==> src/source/fpPkg.sv <==
// shared widths, format codes, bus records and fclass layout for the fp classifier
package fpPkg;

  // ----------------------------------------------------------
  // operand widths
  // ----------------------------------------------------------

  // register file word, FLEN of the core
  localparam int flen = 64;

  // double precision fields
  localparam int neD = 11;
  localparam int nfD = 52;

  // single precision fields
  localparam int lenS = 32;
  localparam int neS = 8;
  localparam int nfS = 23;

  // half precision fields
  localparam int lenH = 16;
  localparam int neH = 5;
  localparam int nfH = 10;

  // ----------------------------------------------------------
  // format codes, carried on the bus address
  // ----------------------------------------------------------

  typedef logic [1:0] fmtT;

  localparam fmtT fmtS = 2'b00;
  localparam fmtT fmtD = 2'b01;
  localparam fmtT fmtH = 2'b10;
  // quad slot reused as the result address
  localparam fmtT resAdr = 2'b11;

  // ----------------------------------------------------------
  // wishbone classic records
  // ----------------------------------------------------------

  // master to slave
  typedef struct packed {
    logic cyc;
    logic stb;
    logic we;
    logic [1:0] adr;
    logic [flen-1:0] dat;
  } wbReqT;

  // slave to master, one of ack or err per cycle
  typedef struct packed {
    logic ack;
    logic err;
    logic [flen-1:0] dat;
  } wbRspT;

  // unpacked operand, always in double layout
  typedef struct packed {
    logic sgn;
    // exponent with double bias, 1 for zero and subnormal
    logic [neD-1:0] exp;
    // significand with hidden bit
    logic [nfD:0] man;
    logic nan;
    logic snan;
    logic zero;
    logic inf;
    logic expNonZero;
    logic fracZero;
  } unpackedT;

  // ----------------------------------------------------------
  // fclass mask and result word
  // ----------------------------------------------------------

  typedef logic [9:0] fclassT;

  // bit positions as in the riscv fclass instruction
  localparam int negInf = 0;
  localparam int negNorm = 1;
  localparam int negSub = 2;
  localparam int negZero = 3;
  localparam int posZero = 4;
  localparam int posSub = 5;
  localparam int posNorm = 6;
  localparam int posInf = 7;
  localparam int sNaN = 8;
  localparam int qNaN = 9;

  // result word fields, remaining bits read as zero
  localparam int resValidBit = 63;
  localparam int resExpLsb = 16;

endpackage

==> src/source/fpClassTop.sv <==
// top level of the fp classifier joining the write port, record fifo and read side on one bus
`timescale 1ns/1ps

module fpClassTop #(
  parameter int fifoDepth = 4
) (
  input logic clk,
  input logic rstN,
  input fpPkg::wbReqT req,
  output fpPkg::wbRspT rsp
);

  fpPkg::wbRspT wrRsp;
  fpPkg::wbRspT rdRsp;
  fpPkg::unpackedT wrData;
  fpPkg::unpackedT rdData;
  logic push;
  logic pop;
  logic full;
  logic empty;

  // write cycles only
  wbOperandPort uPort (
    .clk(clk),
    .rstN(rstN),
    .req(req),
    .rsp(wrRsp),
    .full(full),
    .push(push),
    .wrData(wrData)
  );

  recordFifo #(
    .depth(fifoDepth),
    .T(fpPkg::unpackedT)
  ) uFifo (
    .clk(clk),
    .rstN(rstN),
    .push(push),
    .wrData(wrData),
    .pop(pop),
    .rdData(rdData),
    .full(full),
    .empty(empty)
  );

  // read cycles only
  fpClassify uClassify (
    .clk(clk),
    .rstN(rstN),
    .req(req),
    .rsp(rdRsp),
    .empty(empty),
    .pop(pop),
    .rdData(rdData)
  );

  // we selects one side, the other stays all zero
  assign rsp = wrRsp | rdRsp;

endmodule

==> src/source/fpClassify.sv <==
// wishbone read side that pops the head record and returns its fclass mask and exponent
`timescale 1ns/1ps

module fpClassify (
  input logic clk,
  input logic rstN,
  input fpPkg::wbReqT req,
  output fpPkg::wbRspT rsp,
  input logic empty,
  output logic pop,
  // head of the record fifo
  input fpPkg::unpackedT rdData
);

  logic rdReq;
  // response given, waiting for stb to drop
  logic busy;
  logic ackQ;
  logic [fpPkg::flen-1:0] datQ;
  logic [fpPkg::flen-1:0] result;
  fpPkg::fclassT mask;
  logic isNum;
  logic isInf;
  logic isNorm;
  logic isSub;
  logic isZero;

  // adr is not decoded on reads
  assign rdReq = req.cyc & req.stb & ~req.we & ~busy;

  // head leaves the fifo at the edge that registers its result
  assign pop = rdReq & ~empty;

  // ----------------------------------------------------------
  // fclass decode
  // ----------------------------------------------------------

  // nan wins over every other class
  assign isNum = ~rdData.nan;
  assign isInf = rdData.inf & isNum;
  assign isNorm = rdData.expNonZero & ~rdData.inf & isNum;
  assign isSub = ~rdData.expNonZero & ~rdData.fracZero & isNum;
  assign isZero = rdData.zero & isNum;

  always_comb begin
    mask = '0;
    mask[fpPkg::negInf] = isInf & rdData.sgn;
    mask[fpPkg::negNorm] = isNorm & rdData.sgn;
    mask[fpPkg::negSub] = isSub & rdData.sgn;
    mask[fpPkg::negZero] = isZero & rdData.sgn;
    mask[fpPkg::posZero] = isZero & ~rdData.sgn;
    mask[fpPkg::posSub] = isSub & ~rdData.sgn;
    mask[fpPkg::posNorm] = isNorm & ~rdData.sgn;
    mask[fpPkg::posInf] = isInf & ~rdData.sgn;
    mask[fpPkg::sNaN] = rdData.snan;
    mask[fpPkg::qNaN] = rdData.nan & ~rdData.snan;
  end

  // valid bit, exponent and mask, all zero when nothing is buffered
  always_comb begin
    result = '0;
    if (!empty) begin
      result[fpPkg::resValidBit] = 1'b1;
      result[fpPkg::resExpLsb +: fpPkg::neD] = rdData.exp;
      result[$bits(fpPkg::fclassT)-1:0] = mask;
    end
  end

  // ----------------------------------------------------------
  // registered response
  // ----------------------------------------------------------

  always_ff @(posedge clk or negedge rstN) begin
    if (!rstN) begin
      ackQ <= 1'b0;
      busy <= 1'b0;
    end else begin
      // reads always ack, an empty fifo just clears the valid bit
      ackQ <= rdReq;
      busy <= rdReq | (busy & req.stb);
    end
  end

  always_ff @(posedge clk) begin
    if (rdReq) begin
      datQ <= result;
    end
  end

  assign rsp = '{ack: ackQ, err: 1'b0, dat: datQ};

endmodule

==> src/source/fpUnpack.sv <==
// combinational unpacker turning a double, single or half register word into a double record
`timescale 1ns/1ps

module fpUnpack (
  // raw register file word
  input logic [fpPkg::flen-1:0] in,
  // format of the word
  input fpPkg::fmtT fmt,
  // fields and characteristics in double layout
  output fpPkg::unpackedT rec
);

  // fraction left aligned to double width
  logic [fpPkg::nfD-1:0] frac;
  // upper bits of a narrow operand not all ones
  logic badNaNBox;
  logic sgn;
  logic expNonZero;
  // exponent all ones, inf or nan
  logic expMax;
  logic [fpPkg::neD-1:0] exp;
  logic fracZero;
  logic nan;

  // ----------------------------------------------------------
  // field extraction per format
  // ----------------------------------------------------------

  // narrow operands must sit in a word of ones
  always_comb begin
    case (fmt)
      fpPkg::fmtS: badNaNBox = ~&in[fpPkg::flen-1:fpPkg::lenS];
      fpPkg::fmtH: badNaNBox = ~&in[fpPkg::flen-1:fpPkg::lenH];
      // double fills the whole word
      default: badNaNBox = 1'b0;
    endcase
  end

  // sign is the top bit of the operand itself
  always_comb begin
    case (fmt)
      fpPkg::fmtS: sgn = in[fpPkg::lenS-1];
      fpPkg::fmtH: sgn = in[fpPkg::lenH-1];
      default: sgn = in[fpPkg::flen-1];
    endcase
  end

  // narrow fractions padded with zeros on the right
  always_comb begin
    case (fmt)
      fpPkg::fmtS: frac = {in[fpPkg::nfS-1:0], {(fpPkg::nfD - fpPkg::nfS){1'b0}}};
      fpPkg::fmtH: frac = {in[fpPkg::nfH-1:0], {(fpPkg::nfD - fpPkg::nfH){1'b0}}};
      default: frac = in[fpPkg::nfD-1:0];
    endcase
  end

  // any exponent bit set
  always_comb begin
    case (fmt)
      fpPkg::fmtS: expNonZero = |in[fpPkg::lenS-2:fpPkg::nfS];
      fpPkg::fmtH: expNonZero = |in[fpPkg::lenH-2:fpPkg::nfH];
      default: expNonZero = |in[fpPkg::flen-2:fpPkg::nfD];
    endcase
  end

  // all exponent bits set
  always_comb begin
    case (fmt)
      fpPkg::fmtS: expMax = &in[fpPkg::lenS-2:fpPkg::nfS];
      fpPkg::fmtH: expMax = &in[fpPkg::lenH-2:fpPkg::nfH];
      default: expMax = &in[fpPkg::flen-2:fpPkg::nfD];
    endcase
  end

  // ----------------------------------------------------------
  // exponent rebias
  // ----------------------------------------------------------

  // adding the bias difference 1023 - 127 = 0b011_1000_0000 to a narrow
  // biased exponent keeps its msb, fills the new upper bits with the
  // inverse of that msb and keeps the low bits
  // a zero exponent gets its lsb forced so the effective value is 1
  always_comb begin
    case (fmt)
      fpPkg::fmtS: exp = {in[fpPkg::lenS-2],
                          {(fpPkg::neD - fpPkg::neS){~in[fpPkg::lenS-2]}},
                          in[fpPkg::lenS-3:fpPkg::nfS+1],
                          in[fpPkg::nfS] | ~expNonZero};
      fpPkg::fmtH: exp = {in[fpPkg::lenH-2],
                          {(fpPkg::neD - fpPkg::neH){~in[fpPkg::lenH-2]}},
                          in[fpPkg::lenH-3:fpPkg::nfH+1],
                          in[fpPkg::nfH] | ~expNonZero};
      // already double biased
      default: exp = {in[fpPkg::flen-2:fpPkg::nfD+1], in[fpPkg::nfD] | ~expNonZero};
    endcase
  end

  // ----------------------------------------------------------
  // characteristics
  // ----------------------------------------------------------

  assign fracZero = ~|frac;

  // a badly boxed operand reads as the canonical quiet nan
  assign nan = (expMax & ~fracZero) | badNaNBox;

  always_comb begin
    rec.sgn = sgn;
    rec.exp = exp;
    // hidden bit is clear for zero and subnormal
    rec.man = {expNonZero, frac};
    rec.nan = nan;
    // signaling when the quiet bit is clear, never for a bad box
    rec.snan = nan & ~frac[fpPkg::nfD-1] & ~badNaNBox;
    rec.zero = ~expNonZero & fracZero;
    rec.inf = expMax & fracZero;
    rec.expNonZero = expNonZero;
    rec.fracZero = fracZero;
  end

endmodule

==> src/source/recordFifo.sv <==
// synchronous circular fifo with a type parameter payload, full and empty flags
`timescale 1ns/1ps

module recordFifo #(
  parameter int depth = 4,
  parameter type T = logic [7:0]
) (
  input logic clk,
  input logic rstN,
  input logic push,
  input T wrData,
  input logic pop,
  // head entry, valid while not empty
  output T rdData,
  output logic full,
  output logic empty
);

  localparam int ptrW = (depth > 1) ? $clog2(depth) : 1;
  localparam int cntW = $clog2(depth + 1);

  T mem [depth];
  logic [ptrW-1:0] wrPtr;
  logic [ptrW-1:0] rdPtr;
  logic [cntW-1:0] count;
  logic doPush;
  logic doPop;

  // push when full and pop when empty are dropped
  assign doPush = push & ~full;
  assign doPop = pop & ~empty;

  assign full = count == cntW'(depth);
  assign empty = count == '0;

  // ----------------------------------------------------------
  // pointers and occupancy
  // ----------------------------------------------------------

  always_ff @(posedge clk or negedge rstN) begin
    if (!rstN) begin
      wrPtr <= '0;
      rdPtr <= '0;
      count <= '0;
    end else begin
      // wrap at depth so any depth works
      if (doPush) begin
        wrPtr <= (wrPtr == ptrW'(depth - 1)) ? '0 : wrPtr + 1'b1;
      end
      if (doPop) begin
        rdPtr <= (rdPtr == ptrW'(depth - 1)) ? '0 : rdPtr + 1'b1;
      end
      // simultaneous push and pop leave count unchanged
      count <= count + cntW'(doPush) - cntW'(doPop);
    end
  end

  // storage
  always_ff @(posedge clk) begin
    if (doPush) begin
      mem[wrPtr] <= wrData;
    end
  end

  assign rdData = mem[rdPtr];

endmodule

==> src/source/wbOperandPort.sv <==
// wishbone write side that unpacks the addressed operand and pushes it into the record fifo
`timescale 1ns/1ps

module wbOperandPort (
  input logic clk,
  input logic rstN,
  input fpPkg::wbReqT req,
  output fpPkg::wbRspT rsp,
  // buffer has no free slot
  input logic full,
  output logic push,
  output fpPkg::unpackedT wrData
);

  logic wrReq;
  // response given, waiting for stb to drop
  logic busy;
  logic ackQ;
  logic errQ;
  logic toFifo;
  fpPkg::unpackedT unpacked;

  // new write cycle, one response per strobe
  assign wrReq = req.cyc & req.stb & req.we & ~busy;

  // the result address carries no operand
  assign toFifo = req.adr != fpPkg::resAdr;

  // bus address doubles as the format code
  fpUnpack uUnpack (
    .in(req.dat),
    .fmt(req.adr),
    .rec(unpacked)
  );

  // ----------------------------------------------------------
  // response and push, one cycle after the request
  // ----------------------------------------------------------

  always_ff @(posedge clk or negedge rstN) begin
    if (!rstN) begin
      ackQ <= 1'b0;
      errQ <= 1'b0;
      push <= 1'b0;
      busy <= 1'b0;
    end else begin
      // full buffer drops the operand and reports err
      ackQ <= wrReq & (~full | ~toFifo);
      errQ <= wrReq & full & toFifo;
      push <= wrReq & ~full & toFifo;
      // held until the master lets go of stb
      busy <= wrReq | (busy & req.stb);
    end
  end

  // record travels with the push pulse
  always_ff @(posedge clk) begin
    if (wrReq) begin
      wrData <= unpacked;
    end
  end

  // write side returns no data
  assign rsp = '{ack: ackQ, err: errQ, dat: '0};

endmodule

==> config.mk <==
export PLATFORM = sky130hd
export DESIGN_NAME = fpClassTop
export DESIGN_NICKNAME = d
export VERILOG_FILES = /design/src/source/fpPkg.sv /design/src/source/fpClassTop.sv /design/src/source/fpClassify.sv /design/src/source/fpUnpack.sv /design/src/source/recordFifo.sv /design/src/source/wbOperandPort.sv
export SDC_FILE = /design/constraint.sdc
export NUM_CORES = 1
export LEC_CHECK = 0
export ABC_AREA = 0
export BUFFER_PORTS_ARGS = -buffer_cell sky130_fd_sc_hd__buf_2
export CAP_MARGIN = 20
export CORE_ASPECT_RATIO = 1.2
export CORE_MARGIN = 2
export CORE_UTILIZATION = 53
export DETAILED_ROUTE_END_ITERATION = 10
export PLACE_DENSITY = 0.79
export SYNTH_ARGS = -nofsm -noshare
export SYNTH_HDL_FRONTEND = slang
export SYNTH_SLANG_ARGS = --single-unit
==> constraint.sdc <==
create_clock -name clk -period 3.1 [get_ports clk]
set_clock_uncertainty 0.05 [all_clocks]
set_input_delay 0.465 -clock clk [delete_from_list [all_inputs] [get_ports clk]]
set_output_delay 0.465 -clock clk [all_outputs]
set_load 0.05 [all_outputs]
# == Word-level counts from Yosys, hierarchy flattened ==
# Memory sizes are Yosys's and may differ from the RTL's.
# Cells that the tools add are included.
# totals
register_bits,106
latchBits,0
ramBits,284
romBits,0
in_bits,71
mem_count,1
# mem_list
name,words,width,rd,rd_ports_with_merged_regs,write_ports,line_no,rtl
uFifo.mem,4,71,1,0,1,recordFifo.sv:22,T mem [depth];
# op_classes
n_addsub,4
multipliers,0
n_div,0
order_cmp,0
eq_ne,5
shift,0
n_mux,11
bitwise_logic,60
n_reduce_logical,14
# ops
op,count
52-bit case mux with 2 select lines,1
66-bit bitwise OR,1
52-bit OR reduction,1
48-bit AND reduction,1
1-bit bitwise AND,35
32-bit AND reduction,1
11-bit case mux with 2 select lines,1
1-bit NOT,17
11-bit AND reduction,1
11-bit OR reduction,1
1-bit case mux with 2 select lines,4
8-bit AND reduction,1
8-bit OR reduction,1
1-bit bitwise OR,7
"2-bit equality test, second input constant",3
5-bit AND reduction,1
5-bit OR reduction,1
"2-bit by 1-bit adder with 2-bit output, second input constant",2
2-bit two-way mux,2
3-bit by 1-bit adder with 3-bit output,1
"3-bit equality test, second input constant",1
1-bit zero test,3
3-bit zero test,1
1-bit two-way mux,3
other kinds (3),3

# == Longest topological paths before layout ==
# depth
word_depth,7
mapped_depth,11

# == By module ==
# From an unflattened synthesis, not the netlist that was laid out.
# unflattened
hier_cells,918
hier_area_um2,16460.8
# modules_own_cells
module,n_inst,cells_per_inst,area_each_um2,seq_area_each_um2
recordFifo,1,410,10755.3,8703.3
wbOperandPort,1,150,2788.9,2232.1
fpClassify,1,100,1262.5,710.7
fpUnpack,1,192,1241.2,0.0
fpClassTop,1,66,412.9,0.0

# == Least setup slack after synthesis ==
# No wires, ideal clock.
# synth_timing
path_type,input port to flip-flop
from,input req[68] (netlist name)
to,register uFifo.count[2]
setup_time_ps,123
t_arrival_ps,2663
path_slack_ps,264
path_stages,11
path_buffers,0
path_cell_list,nor2b_1 and3b_1 nand2_1 inv_1 ha_1 inv_1 ha_1 inv_1 fa_1 xnor2_1 xnor2_1
# synth_between
elab_chain_len,6
# synth_rtl
item,line_no,rtl
"start, declared",fpClassTop.sv:9,"input fpPkg::wbReqT req,"
1-bit bitwise AND (3 in series),fpClassify.sv:29,assign rdReq = req.cyc & req.stb & ~req.we & ~busy;
net uClassify.rdReq,fpClassify.sv:15,logic rdReq;
1-bit bitwise AND,fpClassify.sv:32,assign pop = rdReq & ~empty;
1-bit bitwise AND,recordFifo.sv:31,assign doPop = pop & ~empty;
net uFifo.doPop,recordFifo.sv:27,logic doPop;
3-bit by 1-bit subtractor with 3-bit output,recordFifo.sv:54,count <= count + cntW'(doPush) - cntW'(doPop);
"end signal, assigned",recordFifo.sv:54,
"end, declared",recordFifo.sv:25,logic [cntW-1:0] count;
# The timed path passes the listed nets, and every way through them passes these cells.
# A chain may end at the register's enable or synchronous reset.

# == Final worst setup path ==
# layout_timing
from,register uFifo.count[2]
to,register uFifo.count[2]
# layout_between
elab_chain_len,5
# layout_rtl
item,line_no,rtl
3-bit zero test *,recordFifo.sv:34,assign empty = count == '0;
1-bit NOT *,"fpClassify.sv:32, recordFifo.sv:31",
1-bit bitwise AND,fpClassify.sv:32,
1-bit bitwise AND *,recordFifo.sv:31,
net uFifo.doPop,recordFifo.sv:27,
3-bit by 1-bit subtractor with 3-bit output *,recordFifo.sv:54,
# Mark *: on every way through the listed nets, which the timed path passes. The rest lies on a longest branch.

==> results.sh <==
export IMPL_dp_hpwl_mm=7.42
export IMPL_final_common_cell="edfxtp_1"
export IMPL_powerDensity_mw_per_mm2=804
export IMPL_synth_cell_types=51
export IMPL_avgRoutedWirePerCell_um=17.6
export IMPL_min_period_ns=2.66
export IMPL_status="complete, no violations"
export IMPL_drt_total_wl_mm=10.9
export IMPL_diodes=0
export IMPL_ys_seq_elements=125
export IMPL_drive_gt1_share_pct=31.2
export IMPL_yosysSeqAreaShare_pct=66.5
export IMPL_drc_errors=0
export IMPL_cts_clk_slew_worst_paths_ns=0.05
export IMPL_vdd_drop_max_mv=0.385
export IMPL_start_kind="flop"
export IMPL_pwr_share_clk_pct=41.0
export IMPL_p_sw_uw=1420
export IMPL_ys_top_cells_by_area="edfxtp_1 (61%), mux4_2 (7.3%), dfrtp_1 (5.9%), buf_4 (5.8%), and2_1 (1.6%)"
export IMPL_tightest_slew_ns=1.03
export IMPL_die_area_mm2=0.0113
export IMPL_r2r_setup_slack_ns=0.44
export IMPL_grt_max_degree=33
export IMPL_postSynthAreaPerCell_um2=14.9
export IMPL_ys_flop_type="edfxtp_1"
export IMPL_combPwrFrac_pct=19.0
export IMPL_grt_overflow_total=0
export IMPL_p_int_uw=3940
export IMPL_crit_buf_inv=4
export IMPL_cp_top_family="adder cells"
export IMPL_cts_setup_buffers=0
export IMPL_swShare_pct=26.5
export IMPL_r2r_end="uFifo.count[2]"
export IMPL_cts_buffers=17
export IMPL_gp_congestion=0.886
export IMPL_max_freq_ghz=0.376
export IMPL_synth_async_reset_ratio_pct=10.4
export IMPL_finalHoldViolations=0
export IMPL_period_share_pct=85.9
export IMPL_hold_end="uClassify.busy"
export IMPL_dp_cells=583
export IMPL_holdPathStages=2
export IMPL_holdCritStartpoint="req[67]"
export IMPL_clockRootBuffer="clkbuf_16"
export IMPL_cap_violations=0
export IMPL_crit_path_max_incr_delay_ns=0.42
export IMPL_port_buffers=94
export IMPL_synth_cells=371
export IMPL_row_count=40
export IMPL_slew_violations=0
export IMPL_grt_use_total_pct=20.5
export IMPL_grt_pass1_vias=3349
export IMPL_cts_htree_levels=4
export IMPL_tritoncts="yes"
export IMPL_avgViaCountPerCell=5.46
export IMPL_drtIter0Drc=155
export IMPL_cp_required_ns=3.37
export IMPL_post_route_util_pct=66.0
export IMPL_hp_class="primary input to flop"
export IMPL_start_util_pct=54.9
export IMPL_path_class="flop to flop"
export IMPL_critPathLaunch="uFifo.count[2]"
export IMPL_pwr_share_seq_pct=39.9
export IMPL_synth_area_mm2=0.00555
export IMPL_cts_hold_buffers_added=1
export IMPL_r2r_cells=11
export IMPL_die_y_um=116
export IMPL_cp_common_cell="inv_1"
export IMPL_clockBufferDepth=2
export IMPL_cp_end_kind="flop"
export IMPL_final_cells=616
export IMPL_drt_first_pass_iters=4
export IMPL_cp_max_fo=15
export IMPL_slowest_stage="dfrtp_1"
export IMPL_fin_nets=556
export IMPL_synth_warnings=0
export IMPL_cp_arrival_ns=2.93
export IMPL_power_static_leakage_uw=0.00258
export IMPL_final_cell_mix="edfxtp_1 (112), buf_2 (94), conb_1 (42)"
export IMPL_drtAntennaViolNets=0
export IMPL_dieWidth_um=97.4
export IMPL_core_area_mm2=0.0101
export IMPL_fillCellCount=735
export IMPL_post_synth_top_area_cell="edfxtp_1"
export IMPL_vias=3366
export IMPL_cts_resized_gates=0
export IMPL_antenna_found_initial=0
export IMPL_rsz0062_at_grt="no"
export IMPL_setup_viol_count_final=0
export IMPL_crit_chain="nor3_1, inv_1, nand2_1, inv_1, ha_1, inv_1, ha_1, inv_1, fa_1, xnor2_1, xnor2_1"
export IMPL_grt_pass1_wl_mm=17.2
export IMPL_clock_latency_ns=0.41
export IMPL_setup_tns_ns=0
export IMPL_syn_to_final_growth_pct=20.3
export IMPL_yosysTopAreaCellShare_pct=60.6
export IMPL_io_pins=137
export IMPL_relSlewSlack_pct=31.3
export IMPL_synth_edf_count=112
export IMPL_cts_sinks=125
export IMPL_rr_startpoint="uFifo.count[2]"
## kinds of logic (layout without fill, tap and decap cells)
logic type               count (synthesis)  count (layout)  share of synthesized area, %
AO/OA/AOI/OAI                           33              33                          3.84
XOR/XNOR                                 2               2                         0.316
adder cells (fa/ha/maj)                  8               8                          1.94
buffers and inverters                   62             140                          7.15
flip-flops                             125             125                          66.5
multiplexers                            26              26                          8.80
other                                    1              42                        0.0676
AND/OR/NAND/NOR                        114             114                          11.4
## area by class of cell
cell class	instances	area [µm²]	area share [%]
Sequential cell	125	3690	55.3
Multi-Input combinational cell	225	1610	24.2
Timing Repair Buffer	98	503	7.54
Clock buffer	17	425	6.38
Clock inverter	15	244	3.66
Tap cell	126	158	2.36
Inverter	10	37.5	0.563
## synth_stat cells (6+ instances only)
cell	n
mux4_2	18
inv_1	9
a21oi_1	8
nand2_1	21
mux2i_1	6
o21ai_1	9
nand4_1	14
ha_1	7
buf_4	43
and2_1	14
nor2_1	18
edfxtp_1	112
nor4_1	11
nor3_1	7
dfrtp_1	13
## sequential cells by signal, summed over array words and instances, names as in the netlist, 2 cells and up
| register | flops |
|---|---|
| uFifo.count | 3 |
| uPort.wrData | 18 |
| uFifo.rdPtr | 2 |
| uFifo.wrPtr | 2 |
| uClassify.datQ | 22 |
| uFifo.mem | 72 |
## per-layer routing
metal  global-route usage [%]  routed length [µm]  vias up  part of all wire (%)
met5                        0                   0        -                     0
met4                     7.59                 158        0                   1.5
met3                     5.85                 759       21                   7.0
met2                     36.4                5760      190                    53
met1                     23.9                4180     1602                    39
li1                         -                   -     1553                     -
## how the worst max path moves through the flow
stage / end / depth (start not counted) / slack (ns)
6_report: uFifo.count[2] / 11 / 0.44
4_1_cts: uFifo.count[2] / 11 / 0.42
3_5_place_dp: uFifo.count[2] / 11 / 0.44
5_1_grt: uFifo.count[2] / 11 / 0.28
2_1_floorplan: uFifo.count[2] / 11 / 0.26
3_3_place_gp: uFifo.count[2] / 11 / 0.60
## power by group through the flow
stage / logic, µW / clock network, µW / registers (µW)
2_1_floorplan: 795 / 0 / 2150
3_3_place_gp: 973 / 0 / 2160
3_5_place_dp: 1010 / 0 / 2170
4_1_cts: 1030 / 2230 / 2150
5_1_grt: 1120 / 2300 / 2160
6_report: 1020 / 2200 / 2140
## worst register-to-register path: cells and delay by family, from the launching register on
family        cells  cell delay (ns)
flops             1             0.42
simple gates      2             0.51
buf+inv           4             0.44
fa+ha+maj         3             0.83
xor+xnor          2             0.34
## stage by stage
step           hold slack (ns)  setup slack [ns]  area [µm²]  total power, µW
3_5_place_dp             0.313             0.436        5990             3180
3_3_place_gp             0.312             0.605        5990             3130
6_report                 0.254             0.438        6670             5360
2_1_floorplan            0.119             0.264        5700             2950
5_1_grt                  0.253             0.281        6670             5590
4_1_cts                  0.241             0.422        6670             5400
(Power assumes the default switching activity.)
